===== src/obj_macros.svh =====
//------------------------------
// Object table constants
// Table address width, bank size,
// frame length and end marker
//------------------------------
`ifndef OBJ_MACROS_SVH
`define OBJ_MACROS_SVH

// CPU word address width over both banks
// Bit 13 picks the bank, 12:3 the entry, 2:1 the field
`define OBJ_AW 13

// Entries held in one bank
// Four words per entry, two banks
`define OBJ_ENTRIES (1 << (`OBJ_AW - 3))

// Clock cycles between frame start pulses
`define OBJ_FRAME_CYCLES 4096

// Attribute word that terminates the table
`define OBJ_END_ATTR 16'hFF00

`endif


===== src/obj_pkg.sv =====
//------------------------------
// Object table types
// Word, byte lanes, entry index,
// scan FSM states
//------------------------------
`default_nettype none

`include "obj_macros.svh"

package obj_pkg;

    // One table field, X, Y, code or attribute
    typedef logic [15:0] obj_word_t;

    // Byte lanes, bit 1 is the upper byte
    // Active low on the CPU side, active high at the RAM
    typedef logic [1:0] obj_be_t;

    // Entry number within one bank
    // Address minus field bits and bank bit
    typedef logic [`OBJ_AW-4:0] obj_idx_t;

    // Scan FSM states
    // IDLE   waiting for frame start
    // FETCH  index on the RAM address
    // WAIT   RAM read in flight
    // HOLD   entry presented until accepted
    typedef enum logic [1:0] {
        IDLE  = 2'd0,
        FETCH = 2'd1,
        WAIT  = 2'd2,
        HOLD  = 2'd3
    } scan_state_t;

endpackage

`default_nettype wire


===== src/obj_scan_fsm.sv =====
//------------------------------
// Object scan FSM
// Walks the display bank and
// streams entries with valid/ready
//------------------------------
`default_nettype none

`include "obj_macros.svh"

module obj_scan_fsm (
    input  wire logic           clk_cpu,
    input  wire logic           rst_n,

    // Scan trigger
    input  wire logic           frame_start,

    // RAM read side
    output obj_pkg::obj_idx_t   obj_addr,
    input  obj_pkg::obj_word_t  ram_x,
    input  obj_pkg::obj_word_t  ram_y,
    input  obj_pkg::obj_word_t  ram_code,
    input  obj_pkg::obj_word_t  ram_attr,

    // Sprite stream
    output logic                obj_valid,
    input  wire logic           obj_ready,
    output obj_pkg::obj_idx_t   obj_index,
    output obj_pkg::obj_word_t  obj_x,
    output obj_pkg::obj_word_t  obj_y,
    output obj_pkg::obj_word_t  obj_code,
    output obj_pkg::obj_word_t  obj_attr,

    output logic                scan_done
);

    localparam obj_pkg::obj_idx_t LAST_IDX = obj_pkg::obj_idx_t'(`OBJ_ENTRIES - 1);

    obj_pkg::scan_state_t   state;
    obj_pkg::obj_idx_t      idx;

    // Index goes straight to the RAM
    // read in FETCH, data valid in WAIT
    assign obj_addr = idx;

    always_ff @(posedge clk_cpu) begin
        if (!rst_n) begin
            state     <= obj_pkg::IDLE;
            idx       <= '0;
            obj_valid <= 1'b0;
            scan_done <= 1'b0;
        end else begin
            // Done is a single-cycle pulse
            scan_done <= 1'b0;
            case (state)
                obj_pkg::IDLE: begin
                    // Frame start while busy is dropped
                    if (frame_start) begin
                        idx   <= '0;
                        state <= obj_pkg::FETCH;
                    end
                end
                obj_pkg::FETCH: begin
                    state <= obj_pkg::WAIT;
                end
                obj_pkg::WAIT: begin
                    if (ram_attr == `OBJ_END_ATTR) begin
                        // End marker, not emitted
                        scan_done <= 1'b1;
                        state     <= obj_pkg::IDLE;
                    end else begin
                        obj_valid <= 1'b1;
                        state     <= obj_pkg::HOLD;
                    end
                end
                obj_pkg::HOLD: begin
                    if (obj_ready) begin
                        obj_valid <= 1'b0;
                        if (idx == LAST_IDX) begin
                            // Bank exhausted without marker
                            scan_done <= 1'b1;
                            state     <= obj_pkg::IDLE;
                        end else begin
                            idx   <= idx + 1'b1;
                            state <= obj_pkg::FETCH;
                        end
                    end
                end
                default: begin
                    state <= obj_pkg::IDLE;
                end
            endcase
        end
    end

    // Output fields
    // Loaded once per entry, stable while HOLD waits on ready
    always_ff @(posedge clk_cpu) begin
        if (state == obj_pkg::WAIT) begin
            obj_index <= idx;
            obj_x     <= ram_x;
            obj_y     <= ram_y;
            obj_code  <= ram_code;
            obj_attr  <= ram_attr;
        end
    end

endmodule

`default_nettype wire


===== config.mk =====
export PLATFORM = sky130hd
export DESIGN_NAME = obj_scan_fsm
export DESIGN_NICKNAME = d
export VERILOG_FILES = /design/src/obj_pkg.sv /design/src/obj_scan_fsm.sv
export VERILOG_INCLUDE_DIRS = /design/src /design/src/src
export SDC_FILE = /design/constraint.sdc
export NUM_CORES = 1
export LEC_CHECK = 0
export BUFFER_PORTS_ARGS = -buffer_cell sky130_fd_sc_hd__buf_4
export CAP_MARGIN = 40
export CELL_PAD_IN_SITES_DETAIL_PLACEMENT = 1
export CELL_PAD_IN_SITES_GLOBAL_PLACEMENT = 2
export CORE_UTILIZATION = 29
export DETAILED_ROUTE_END_ITERATION = 8
export PLACE_DENSITY_LB_ADDON = 0.12
export SYNTH_ARGS = -nofsm -noshare
export SYNTH_HDL_FRONTEND = slang
export SYNTH_SLANG_ARGS = --single-unit
export TNS_END_PERCENT = 1

===== constraint.sdc =====
create_clock -name clk_cpu -period 4.9 [get_ports clk_cpu]
set_input_delay 0.98 -clock clk_cpu [delete_from_list [all_inputs] [get_ports clk_cpu]]
set_output_delay 0.98 -clock clk_cpu [all_outputs]
set_load 0.03 [all_outputs]

==> results.json <==
{
  "maxSlewHeadroom_pct": 38.5,
  "syn_avg_cell_area_um2": 17.9,
  "status": "finished, final reports clean",
  "setup-tns-final_ps": 0,
  "worstPathMaxFanout": 13,
  "async_flop_share_pct": 0,
  "final_cells": 473,
  "post-dp-hpwl_um": 5710,
  "cts_tree": "yes",
  "numCtsBuffers": 9,
  "hp-start": "obj_valid$_SDFFE_PN0P_",
  "post_cts_resized": 0,
  "fp-row-count": 37,
  "worstHoldPathType": "flop to flop",
  "drive_gt1_share_pct": 51.9,
  "synthDistinctLibCells": 40,
  "clk_path_buf_depth": 2,
  "finalHoldViolations": 0,
  "cp-end-kind": "flop",
  "grt_max_degree": 41,
  "io_pins": 154,
  "final.period_utilization_pct": 46.1,
  "critPathLaunchType": "flop",
  "cts_root_buf": "clkbuf_8",
  "clock_sinks": 88,
  "io_buffers": 153,
  "place.gp.congestion": 0.743,
  "ant_nets": 0,
  "syn_inst": 170,
  "startpoint": "obj_addr[1]$_SDFFE_PN0P_",
  "die_area_mm2": 0.0109,
  "post_cts_buffers": 0,
  "dpl.cell_count": 457,
  "r2r_start": "obj_addr[1]$_SDFFE_PN0P_",
  "ctsHoldBuffers": 0,
  "synth_edf_count": 74,
  "p_leak_nw": 1.78,
  "vias_per_cell": 4.52,
  "tightest_slew_ps": 916,
  "num-nets-final": 401,
  "area_delta_synth_final_pct": 48.8,
  "dr.first_iter.drc_count": 59,
  "die_h_um": 104,
  "firstDrtPassIters": 6,
  "clock_latency_ps": 350,
  "period_minus_slack_ps": 2260,
  "clock_skew_ps": 8.22,
  "drc": 0,
  "drv_slew": 0,
  "grt-ovfl-total": 0,
  "ir_worst_vdd_uv": 130,
  "cp_data_arrival_time_ps": 2510,
  "syn_area_mm2": 0.00305,
  "power_density_mw_per_mm2": 348,
  "vias": 2136,
  "cts.clk_slew.worst_paths_ps": 80,
  "slowest_stage": "o21ai_1",
  "synth_seq_cells": 88,
  "antenna_found_initial": 0,
  "yosysWarnings": 0,
  "setup_viol": 0,
  "grt_pass1_wl_um": 11600,
  "wl_um": 7780,
  "die_w_um": 104,
  "max_freq_mhz": 443,
  "cp.required_ps": 5150,
  "path_cells": "ha_1 > nand3_2 > o21ai_1 > a21boi_0 > o221a_1",
  "max_stage_delay_ps": 780,
  "max_cap_violations": 0,
  "htree_levels": 3,
  "initial_core_util_pct": 29.8,
  "grt_usage_pct": 14.4,
  "first_global_vias": 2053,
  "antenna_cells": 0,
  "ys.flop_type": "edfxtp_1",
  "crit_type": "flop to flop",
  "ys_seq_area_share_pct": 82.2,
  "rsz0062_at_grt": "false",
  "synthesis.nets": 239,
  "wire_per_inst_um": 16.4,
  "core_area_mm2": 0.0102
}
[registers in the layout, summed over array words and instances, names as in the netlist]
signal,flops
obj_attr,16
obj_addr,10
obj_valid,1
state,2
obj_x,16
scan_done,1
obj_y,16
obj_code,16
obj_index,10
[cell usage in the layout, fill, tap and decap left out, types with 2 or more instances in the layout]
master       n
a21boi_1     2
a21o_1       2
a21oi_1      6
a2bb2oi_1    2
and2_1       2
and3_1       3
buf_4      154
clkbuf_1     3
clkbuf_8     9
clkinv_2     3
dfxtp_1     14
edfxtp_1    74
inv_1        2
nand2_1     12
nand3_1      5
nand3b_1     2
nand4_1      4
nor2_1       4
nor4_1       3
o21ai_0      3
o21ai_1      2
o221a_1      3
o22ai_1      2
[worst paths after layout]
kind	end	slack [ps]	cells after the start
worst min register to register	obj_valid$_SDFFE_PN0P_	460	2
worst min-delay path	obj_valid$_SDFFE_PN0P_	460	2
worst max register to register	obj_addr[6]$_SDFFE_PN0P_	2640	5
worst max-delay path	obj_addr[6]$_SDFFE_PN0P_	2640	5
[area by class of cell]
class | count | area, um^2
tap | 136 | 170
sequential | 88 | 2500
timing repair buffer | 155 | 1180
inverter | 2 | 7.51
multi-input combinational | 76 | 517
clock inverter | 4 | 22.5
clock buffer | 12 | 135
fill | 1080 | 5700
[metal layers]
layer	up-vias	track usage [%]	share of wire, %	routed length, um
li1	993	-	-	-
met1	1048	16.8	40	3120
met2	85	23.9	51	3960
met3	10	4.51	7.3	568
met4	0	6.84	1.6	127
met5	-	0	0	0
[critical path: cells and delay by family, from the launching register on]
| family | cells | cell delay (ps) |
|---|---|---|
| DFF | 1 | 440 |
| AOI/OAI and AO/OA | 3 | 1280 |
| and+or+nand+nor | 1 | 180 |
| adders and majority gates | 1 | 250 |
[report_power, final]
| part | internal, mW | switching, mW |
|---|---|---|
| Clock | 0.182 | 0.245 |
| Sequential | 0.870 | 0.0187 |
| Combinational | 0.101 | 0.157 |
| Total | 1.15 | 0.421 |
[synth_stat cells, types with 2 or more instances]
master,number,area [um^2]
a21boi_1,2,15.0
a21o_1,2,15.0
a21oi_1,6,30.0
a2bb2oi_1,2,17.5
and2_1,2,12.5
and3_1,3,18.8
buf_4,3,22.5
dfxtp_1,14,280
edfxtp_1,74,2220
inv_1,2,7.51
nand2_1,12,45.0
nand3_1,5,25.0
nand3b_1,2,15.0
nand4_1,4,25.0
nor2_1,4,15.0
nor4_1,3,18.8
o21ai_0,3,15.0
o21ai_1,2,10.0
o221a_1,3,33.8
o22ai_1,2,12.5
[per-stage QoR]
step                      cell area (um^2)  power, mW  setup slack (ps)  hold slack (ps)  utilization (%)
after floorplan                       3050       1.05               464              581                -
after global placement                4350       1.16              2510              457             42.5
after detailed placement              4370       1.17              2540              458             42.7
after CTS                             4530       1.60              2690              472             44.3
after global routing                  4530       1.64              2390              520             44.3
final                                 4530       1.57              2640              464             44.3
[kinds of logic after synthesis]
family,after synthesis,synth area share [%]
flip-flops,88,82.2
AO/OA/AOI/OAI,29,6.98
adder cells (fa/ha/maj),1,0.411
AND/OR/NAND/NOR,46,9.33
buffers and inverters,6,1.11
(Power assumes the default switching activity.)
