$ cat src/obj_macros.svh
//------------------------------
// Object table constants
// Table address width, bank size,
// frame length and end marker
//------------------------------
`ifndef OBJ_MACROS_SVH
`define OBJ_MACROS_SVH

// CPU word address width over both banks
// Bit 13 picks the bank, 12:3 the entry, 2:1 the field
`define OBJ_AW 13

// Entries held in one bank
// Four words per entry, two banks
`define OBJ_ENTRIES (1 << (`OBJ_AW - 3))

// Clock cycles between frame start pulses
`define OBJ_FRAME_CYCLES 4096

// Attribute word that terminates the table
`define OBJ_END_ATTR 16'hFF00

`endif

$ cat src/obj_frame_timer.sv
//------------------------------
// Frame timer
// Frame start pulse and active
// bank register
//------------------------------
`default_nettype none

`include "obj_macros.svh"

module obj_frame_timer (
    input  wire logic   clk_cpu,
    input  wire logic   rst_n,

    // Requested bank, taken only at frame start
    input  wire logic   bank_sel,

    output logic        frame_start,
    output logic        obank
);

    localparam int CW = $clog2(`OBJ_FRAME_CYCLES);

    logic [CW-1:0]  cnt;
    logic           wrap;

    // Last cycle of the frame
    assign wrap = (cnt == CW'(`OBJ_FRAME_CYCLES - 1));

    // Counter runs a full frame before the first pulse
    // obank moves in the same edge as frame_start rises
    always_ff @(posedge clk_cpu) begin
        if (!rst_n) begin
            cnt         <= '0;
            frame_start <= 1'b0;
            obank       <= 1'b0;
        end else begin
            frame_start <= wrap;
            if (wrap) begin
                cnt   <= '0;
                // Swap only here, never mid frame
                obank <= bank_sel;
            end else begin
                cnt   <= cnt + 1'b1;
            end
        end
    end

endmodule

`default_nettype wire

$ cat config.mk
export PLATFORM = sky130hd
export DESIGN_NAME = obj_frame_timer
export DESIGN_NICKNAME = d
export VERILOG_FILES = /design/src/obj_frame_timer.sv
export VERILOG_INCLUDE_DIRS = /design/src /design/src/src
export SDC_FILE = /design/constraint.sdc
export NUM_CORES = 1
export LEC_CHECK = 0
export ABC_AREA = 1
export BUFFER_PORTS_ARGS = -buffer_cell sky130_fd_sc_hd__clkbuf_2
export CAP_MARGIN = 20
export CORE_AREA = 2 2 39 41
export CTS_BUF_LIST = sky130_fd_sc_hd__clkbuf_8
export CTS_CLUSTER_DIAMETER = 80
export CTS_CLUSTER_SIZE = 24
export DETAILED_ROUTE_END_ITERATION = 10
export DIE_AREA = 0 0 41 43
export GPL_ROUTABILITY_DRIVEN = 1
export GPL_TIMING_DRIVEN = 1
export PLACE_DENSITY = 0.66
export SLEW_MARGIN = 20
export SYNTH_ARGS = -nofsm -noshare
export SYNTH_HDL_FRONTEND = slang
export SYNTH_SLANG_ARGS = --single-unit
$ cat constraint.sdc
create_clock -name clk_cpu -period 2.4 [get_ports clk_cpu]
set_input_delay 0.24 -clock clk_cpu [delete_from_list [all_inputs] [get_ports clk_cpu]]
set_output_delay 0.24 -clock clk_cpu [all_outputs]
set_load 0.1 [all_outputs]
==> flow_metrics.env, run 1 <==
export IMPL_status="complete, no violations"
export IMPL_synth_top_family_by_area="simple AND/OR/NAND/NOR gates"
export IMPL_gp_congestion=0.754
export IMPL_num_vias=501
export IMPL_ir_drop_v=0.000413
export IMPL_firstDrtPassIters=4
export IMPL_ys_warn_count=0
export IMPL_clock_latency_ps=240
export IMPL_core_area_sq_um=1380
export IMPL_timing_final_crit_share=0.539
export IMPL_critPathBufInv=1
export IMPL_synth_edff_count=0
export IMPL_hpwl_um=853
export IMPL_port_buffers=4
export IMPL_drcViolationCount=0
export IMPL_placed_area_sq_um=666
export IMPL_routed_wl_mm=1.10
export IMPL_yosysSeqAreaShare=0.440
export IMPL_hp_class="in -> reg"
export IMPL_final_core_util=0.521
export IMPL_fin_hold_ws_ps=192
export IMPL_avgRoutedWirePerCell_um=10.6
export IMPL_numCtsBuffers=3
export IMPL_synthCells=81
export IMPL_startpoint_type="register"
export IMPL_synthArstFlopShare=0
export IMPL_drv_cap=0
export IMPL_antenna_found_initial=0
export IMPL_fin_nets=93
export IMPL_powerDensity_nw_per_um2=668
export IMPL_slew_violations=0
export IMPL_skew_ps=2.89
export IMPL_syn_nets=85
export IMPL_synthMuxAreaShare=0
export IMPL_cts_root_buffer="clkbuf_8"
export IMPL_cts_resized=0
export IMPL_critPathSlowestCell="dfxtp_1"
export IMPL_synth_simple_area_share=0.375
export IMPL_final_area_sq_um=721
export IMPL_htree_levels=1
export IMPL_synth_flop_cell="dfxtp_1"
export IMPL_yosys_top_cells_count="17 x nand2_1, 14 x dfxtp_1, 12 x nor2_1"
export IMPL_rows=14
export IMPL_cts_tree="built"
export IMPL_grt_max_degree=12
export IMPL_path_delay_family="simple AND/OR/NAND/NOR gates"
export IMPL_cp_arrival_ps=1430
export IMPL_crit_end="cnt[8]$_SDFF_PP0_"
export IMPL_ioPinCount=5
export IMPL_yosysTopAreaCellShare=0.440
export IMPL_grt_total_usage=0.166
export IMPL_via_per_inst=4.82
export IMPL_rr_worst_depth=6
export IMPL_grt_pass1_vias=470
export IMPL_cp_depth=6
export IMPL_netlist_area_sq_um=637
export IMPL_p_leak_uw=0.000269
export IMPL_layout_drive_gt1_share=0.205
export IMPL_crit_chain="ha_1 -> nand3_2 -> inv_2 -> nand3_4 -> nand2_2 -> nor2_1"
export IMPL_worstSetupStartpoint="cnt[0]$_SDFF_PP0_"
export IMPL_drtIter0Drc=5
export IMPL_dieArea_sq_um=1760
export IMPL_tightest_slew_ps=546
export IMPL_rsz0062_at_grt="false"
export IMPL_synth_most_common_cell="nand2_1"
export IMPL_post_cts_buffers=0
export IMPL_r2r_start="cnt[0]$_SDFF_PP0_"
export IMPL_yosys_area_top_type="dfxtp_1"
export IMPL_overflow=0
export IMPL_worstReg2RegEnd="cnt[8]$_SDFF_PP0_"
export IMPL_fin_crit_ps=1290
export IMPL_worstSetupPathType="reg -> reg"
export IMPL_critPathMaxFanout=11
export IMPL_hold_buffers=0
export IMPL_drtAntennaViolNets=0
export IMPL_clk_path_buf_depth=2
export IMPL_min_path_cells=3
export IMPL_initial_core_util=0.460
export IMPL_cp_end_kind="register"
export IMPL_yosys_area_share_xor_xnor=0.0688
export IMPL_die_h_um=43
export IMPL_ys_seq_elements=14
export IMPL_area_delta_synth_final_pct=13.2
export IMPL_die_x_um=41
export IMPL_worst_ep_required_time_ps=2530
export IMPL_finalSetupTns_ps=0
export IMPL_synthAdderAreaFrac=0.0196
export IMPL_syn_area_per_cell_sq_um=7.86
export IMPL_final_hold_viol_count=0
export IMPL_finalSetupViolCount=0
export IMPL_slew_headroom=0.638
export IMPL_fmax_mhz=774
export IMPL_synth_area_leaders="dfxtp_1 44%, nand2_1 10%, nor2_1 7.1%, nor2_2 4.9%, nand3_1 4.7%"
export IMPL_rrSetupSlack_ps=1110
export IMPL_cts_reportedPaths_clkPinSlew_ps=60
export IMPL_synth_distinct_cells=19
export IMPL_max_stage_delay_ps=360
export IMPL_antenna_diode_count=0
export IMPL_synth_compound_area_frac=0.0314
export IMPL_cts_sinks=14
export IMPL_grt_pass1_wl_mm=1.93
[stage by stage]
step           instances  setup slack (ps)  power [uW]
2_1_floorplan         81              1180         257
3_3_place_gp         100              1160         259
3_5_place_dp         100              1110         260
4_1_cts              104              1100         489
5_1_grt              104               960         503
6_report             104              1110         481
[how the worst min path moves through the flow]
stage                         from                  to  slack [ps]
after global routing      bank_sel  obank$_SDFFE_PN0N_         200
after global placement    bank_sel  obank$_SDFFE_PN0N_         430
after floorplan           bank_sel  obank$_SDFFE_PN0N_         340
final                     bank_sel  obank$_SDFFE_PN0N_         190
after CTS                 bank_sel  obank$_SDFFE_PN0N_         200
after detailed placement  bank_sel  obank$_SDFFE_PN0N_         450
[tightest hold or removal path: stages]
cell,delay (ps)
clkbuf_2,80
nand2_1,40
nand2_1,50
[sequential cells by signal, summed over array words and instances, names as in the netlist]
register	count
frame_start	1
obank	1
cnt	12
[cell usage in the layout (no fill, tap or decap), types with 2 or more instances in the layout]
cell       n
a21oi_1    4
clkbuf_2   4
clkbuf_8   4
dfxtp_1   14
inv_1      7
nand2_1   17
nand3_1    6
nand4_1    2
nor2_1    12
nor2_2     5
xnor2_1    2
xor2_1     3
[report_power, final]
part	leakage, uW	internal, uW	switching (uW)
Combinational	0.000127	5.41	9.11
Sequential	0.000113	237	3.82
Clock	0.0000288	145	80.7
[kinds of logic (layout without fill, tap and decap cells)]
kind of cell | count (synthesis) | count (layout)
AOI/OAI and AO/OA | 4 | 4
and+or+nand+nor | 48 | 48
DFF | 14 | 14
buffers and inverters | 9 | 16
adders and majority gates | 1 | 1
xor gates and xnor gates | 5 | 5
[metal layers]
layer / vias up / global-route usage / wire length (um)
met5: - / 0 / 0
met4: 0 / 0.120 / 27
met3: 4 / 0.0471 / 29
met2: 7 / 0.228 / 493
met1: 223 / 0.211 / 550
li1: 267 / - / -
[area by class of cell]
class                      instances  area, sq um
sequential                        14          280
timing repair buffer               4         20.0
inverter                           8         30.0
multi-input combinational         58          315
fill                             136          663
clock buffer                       4         55.1
tap                               16         20.0
No activity file was read; power rests on OpenSTA's default activity.
==> run 2: changes to the inputs <==
Settings changed: ABC_AREA 1 to 0, PLACE_DENSITY 0.66 to default.
Clock period 2.4 ns to 1.3 ns, I/O delays scaled along.
==> run 2 against run 1 <==
Design area is 19% higher; the flow now finishes with violations (setup timing); final cell count is 1.9% higher; core utilization is 9.8 points higher; die area stayed put; critical path type unchanged; clock power is 85% higher; count of clock-buffer cells in the layout stayed put; critical path depth is 2 lower.
==> flow_metrics.env, run 2 <==
export IMPL_fin_hold_ws_ps=118
export IMPL_synthArstFlopShare=0
export IMPL_yosysTopAreaCellShare=0.463
export IMPL_fin_nets=95
export IMPL_syn_nets=73
export IMPL_cp_end_kind="register"
export IMPL_regMostFlops="cnt"
export IMPL_met1_usage=0.275
export IMPL_dpl_cell_count=101
export IMPL_clock_latency_ps=240
export IMPL_area_delta_synth_final_pct=41.3
export IMPL_hpwl_um=950
export IMPL_slew_headroom=0.641
export IMPL_rrSetupSlack_ps=-40
export IMPL_avgRoutedWirePerCell_um=13.1
export IMPL_htree_levels=1
export IMPL_synth_area_leaders="dfxtp_1 46%, nand2_1 4.3%, nand3_1 4.1%, or4_1 3.7%, a21oi_1 3.3%"
export IMPL_cts_reportedPaths_clkPinSlew_ps=60
export IMPL_gr_max_usage_layer="met1"
export IMPL_num_vias=567
export IMPL_antenna_found_initial=0
export IMPL_clk_path_buf_depth=2
export IMPL_core_area_sq_um=1380
export IMPL_cts_tree="built"
export IMPL_die_x_um=41
export IMPL_die_h_um=43
export IMPL_fmax_mhz=746
export IMPL_final_cell_mix="14 x buf_4, 10 x dfxtp_2, 7 x nand2_1"
export IMPL_via_per_inst=5.35
export IMPL_synth_most_common_cell="dfxtp_1"
export IMPL_synth_flop_cell="dfxtp_1"
export IMPL_ys_seq_elements=14
export IMPL_p_leak_uw=0.000298
export IMPL_met3_usage=0.0471
export IMPL_ir_drop_v=0.000692
export IMPL_grt_pass1_wl_mm=2.14
export IMPL_finalSetupViolCount=1
export IMPL_timing_final_crit_share=1.03
export IMPL_cts_sinks=14
export IMPL_antenna_diode_count=0
export IMPL_globalRouteMet2Util=0.216
export IMPL_dieArea_sq_um=1760
export IMPL_drv_cap=0
export IMPL_grt_max_degree=9
export IMPL_yosysSeqAreaShare=0.463
export IMPL_startpoint_type="register"
export IMPL_hp_class="in -> reg"
export IMPL_routed_wl_mm=1.39
export IMPL_yosys_top_cells_count="14 x dfxtp_1, 7 x nand2_1, 5 x nand3_1, 5 x nor2_1"
export IMPL_status="finished, violations left"
export IMPL_rows=14
export IMPL_final_common_cell="buf_4"
export IMPL_netlist_area_sq_um=606
export IMPL_drtIter0Drc=13
export IMPL_worstSetupPathType="reg -> reg"
export IMPL_largestRegisters="cnt: 12 flops, frame_start: 1 flops, obank: 1 flops"
export IMPL_powerDensity_nw_per_um2=1100
export IMPL_skew_ps=2.78
export IMPL_cts_root_buffer="clkbuf_8"
export IMPL_port_buffers=4
export IMPL_critPathMaxFanout=5
export IMPL_overflow=0
export IMPL_slew_violations=0
export IMPL_numCtsBuffers=3
export IMPL_ioPinCount=5
export IMPL_worst_ep_required_time_ps=1470
export IMPL_tightest_slew_ps=541
export IMPL_grt_pass1_vias=492
export IMPL_synth_distinct_cells=27
export IMPL_final_cell_count_no_fill=106
export IMPL_firstDrtPassIters=4
export IMPL_violations="setup timing"
export IMPL_initial_core_util=0.438
export IMPL_synth_edff_count=0
export IMPL_final_hold_viol_count=0
export IMPL_fin_crit_ps=1340
export IMPL_drcViolationCount=0
export IMPL_ys_warn_count=0
export IMPL_gp_congestion=0.741
export IMPL_layout_drive_gt1_share=0.444
export IMPL_drtAntennaViolNets=0
export IMPL_cp_arrival_ps=1510
export IMPL_syn_area_per_cell_sq_um=8.78
export IMPL_synthCells=69
export IMPL_largest_reg_flops=12
export IMPL_yosys_area_top_type="dfxtp_1"
export IMPL_grt_total_usage=0.179
export IMPL_rsz0062_at_grt="true"
export IMPL_worst_slack_ps=-40.0
export IMPL_dp_slack_ps=-16.2
run 2: changes by cell type after synthesis, moves of 3 or more:
cell	previous run	this run
nand2_1	17	7
nor2_1	12	5
nor2_2	5	0
inv_1	7	3
o21ai_0	0	4
or3_1	0	3
or4_1	0	3
run 2: area by class of cell:
| cell class | count | area (sq um) |
|---|---|---|
| Sequential cell | 14 | 293 |
| Fill cell | 122 | 528 |
| Inverter | 3 | 11.3 |
| Clock buffer | 4 | 55.1 |
| Timing Repair Buffer | 18 | 125 |
| Tap cell | 16 | 20.0 |
| Multi-Input combinational cell | 51 | 352 |
run 2: worst paths after layout:
| path | depth (start not counted) | start | end |
|---|---|---|---|
| worst max-delay path | 4 | cnt[1]$_SDFF_PP0_ | cnt[10]$_SDFF_PP0_ |
| worst min-delay path | 3 | bank_sel | obank$_SDFFE_PN0N_ |
| worst max register to register | 4 | cnt[1]$_SDFF_PP0_ | cnt[10]$_SDFF_PP0_ |
| worst min register to register | 2 | obank$_SDFFE_PN0N_ | obank$_SDFFE_PN0N_ |
run 2: stage by stage:
step | TNS (ps) | total power (uW) | util | area [sq um]
2_1_floorplan | 0 | 493 | - | 628
3_3_place_gp | -12.0 | 528 | 0.550 | 761
3_5_place_dp | -16.2 | 529 | 0.550 | 761
4_1_cts | 0 | 948 | 0.594 | 822
5_1_grt | -213 | 978 | 0.618 | 856
6_report | -40.0 | 941 | 0.618 | 856
run 2: worst max-delay path: stages (launching register included):
cell and delay (ps):
dfxtp_2 350, ha_4 150, nand4_1 180, or4_1 440
a21oi_1 150
run 2: per-layer routing:
layer | wire length [um] | part of all wire
met5 | 0 | 0
met4 | 9 | 0.0065
met3 | 41 | 0.030
met2 | 627 | 0.45
met1 | 709 | 0.51
run 2: cell families after synthesis:
kind of cell               count (synthesis)  synth area share
xor gates and xnor gates                   3            0.0434
buffers and inverters                      4            0.0269
DFF                                       14             0.463
adders and majority gates                  1            0.0207
AOI/OAI and AO/OA                         16             0.172
muxes                                      1            0.0165
and+or+nand+nor                           30             0.258
run 2: what timing repair did:
action | in CTS | in global routing
pin swaps | 0 | 2
hold buffers | 0 | 0
resized for setup | 2 | 11
setup buffers | 0 | 1
setup endpoints to repair | 1 | 10
run 2: where the power goes:
part | switching, uW | internal (uW) | leakage (uW)
clock network | 150 | 268 | 0.0000288
registers | 11.4 | 442 | 0.000118
logic | 32.4 | 36.2 | 0.000151
==> run 3: changes to the inputs <==
Settings changed: CORE_AREA 2 2 39 41 to default, CORE_MARGIN from default to 1.5, CORE_UTILIZATION from default to 40, DIE_AREA 0 0 41 43 to default, PLACE_DENSITY from default to 0.55.
==> run 3 against run 2 <==
Global-route usage shrank 2.5 points; design area grew 4.5%; sequential share of layout area shrank 2.0 points; via count grew 1.9%; largest power group unchanged; largest cell class unchanged; the run still ends with setup timing left.
==> flow_metrics.env, run 3 (synthesis results as in run 2) <==
export IMPL_regMostFlops="cnt"
export IMPL_final_area_sq_um=895
export IMPL_slew_headroom=0.643
export IMPL_worst_slack_ps=-71.0
export IMPL_fmax_mhz=729
export IMPL_initial_core_util=0.449
export IMPL_clk_path_buf_depth=2
export IMPL_p_int_uw=744
export IMPL_clock_power_share=0.443
export IMPL_tightest_slew_ps=537
export IMPL_via_per_inst=5.30
export IMPL_violations="setup timing"
export IMPL_skew_ps=2.89
export IMPL_clock_latency_ps=240
export IMPL_final_core_util=0.663
export IMPL_cts_root_buffer="clkbuf_8"
export IMPL_ir_drop_v=0.00100
export IMPL_die_h_um=41.9
export IMPL_cp_end_kind="register"
export IMPL_layout_drive_gt1_share=0.436
export IMPL_avgRoutedWirePerCell_um=12.6
export IMPL_finalSetupViolCount=6
export IMPL_fin_nets=99
export IMPL_p_seq_frac=0.486
export IMPL_rows=13
export IMPL_fin_crit_ps=1370
export IMPL_drtIter0Drc=6
export IMPL_grt_total_usage=0.153
export IMPL_rsz0062_at_grt="true"
export IMPL_pwr_share_comb=0.071
export IMPL_final_hold_viol_count=0
export IMPL_ioPinCount=5
export IMPL_port_buffers=4
export IMPL_drtAntennaViolNets=0
export IMPL_overflow=0
export IMPL_critPathMaxFanout=6
export IMPL_grt_max_degree=11
export IMPL_hpwl_um=919
export IMPL_dp_slack_ps=-38.3
export IMPL_final_cell_mix="19 x buf_4, 8 x dfxtp_1, 7 x nand2_1"
export IMPL_final_common_cell="buf_4"
export IMPL_grt_pass1_vias=495
export IMPL_firstDrtPassIters=4
export IMPL_powerDensity_nw_per_um2=1040
export IMPL_dieArea_sq_um=1760
export IMPL_drv_cap=0
export IMPL_grt_pass1_wl_mm=2.06
export IMPL_core_area_sq_um=1350
export IMPL_cp_arrival_ps=1490
export IMPL_htree_levels=1
export IMPL_routed_wl_mm=1.37
export IMPL_status="finished, violations left"
export IMPL_worst_ep_required_time_ps=1420
export IMPL_startpoint_type="register"
export IMPL_largest_reg_flops=12
export IMPL_cts_tree="built"
export IMPL_slew_violations=0
export IMPL_die_x_um=41.9
export IMPL_num_vias=578
export IMPL_antenna_diode_count=0
export IMPL_cts_reportedPaths_clkPinSlew_ps=60
export IMPL_p_sw_uw=190
export IMPL_drcViolationCount=0
export IMPL_largestRegisters="cnt: 12 flops, frame_start: 1 flops, obank: 1 flops"
export IMPL_area_delta_synth_final_pct=47.7
export IMPL_gp_congestion=0.768
export IMPL_switching_share=0.204
export IMPL_worstSetupPathType="reg -> reg"
export IMPL_p_leak_uw=0.000330
export IMPL_cts_sinks=14
export IMPL_fin_hold_ws_ps=118
export IMPL_numCtsBuffers=3
export IMPL_antenna_found_initial=0
export IMPL_timing_final_crit_share=1.05
export IMPL_placed_area_sq_um=762
export IMPL_hp_class="in -> reg"
-- run 3: cell types whose count changed in the layout (fill, tap and decap cells not counted), sizes merged --
cell and change:
clkbuf -1, buf +5
-- run 3: path summary, 6_finish.rpt --
check | from | endpoint | slack (ps) | depth (start not counted)
worst min-delay path | bank_sel | obank$_SDFFE_PN0N_ | 120 | 3
worst max register to register | cnt[8]$_SDFF_PP0_ | cnt[5]$_SDFF_PP0_ | -70 | 4
worst max-delay path | cnt[8]$_SDFF_PP0_ | cnt[5]$_SDFF_PP0_ | -70 | 4
worst min register to register | obank$_SDFFE_PN0N_ | obank$_SDFFE_PN0N_ | 460 | 2
-- run 3: power by group through the flow --
stage                     registers [uW]  logic, uW  clock network, uW
after global routing                 455       76.9                444
after CTS                            453       65.8                427
after floorplan                      463       29.9                  0
after detailed placement             462       65.6                  0
final                                454       66.6                414
after global placement               462       65.1                  0
-- run 3: final cells by class --
cell class                 count  area (sq um)
timing repair buffer          22           158
inverter                       3          11.3
clock buffer                   4          55.1
multi-input combinational     51           364
sequential                    14           288
fill                         119           455
tap                           15          18.8
-- run 3: layer usage --
metal,track usage,routed length (um)
met3,0.0652,46
met5,0,0
met2,0.253,657
met1,0.190,669
met4,0.0194,0
-- run 3: through the flow --
| step | cells | power, uW | TNS [ps] |
|---|---|---|---|
| 2_1_floorplan | 69 | 493 | 0 |
| 3_3_place_gp | 100 | 527 | -149 |
| 3_5_place_dp | 100 | 527 | -38.3 |
| 4_1_cts | 107 | 946 | -85.1 |
| 5_1_grt | 109 | 976 | -850 |
| 6_report | 109 | 934 | -321 |
-- run 3: critical path: stages, from the launching register on --
cell	delay, ps
dfxtp_1	420
nand4_1	280
o41ai_2	320
buf_4	200
a21oi_1	40
-- run 3: what timing repair did --
item	in CTS	in global routing
gates resized for setup	2	9
setup buffers	3	2
pin swaps	3	1
hold buffers	0	0
setup endpoints to repair	6	8
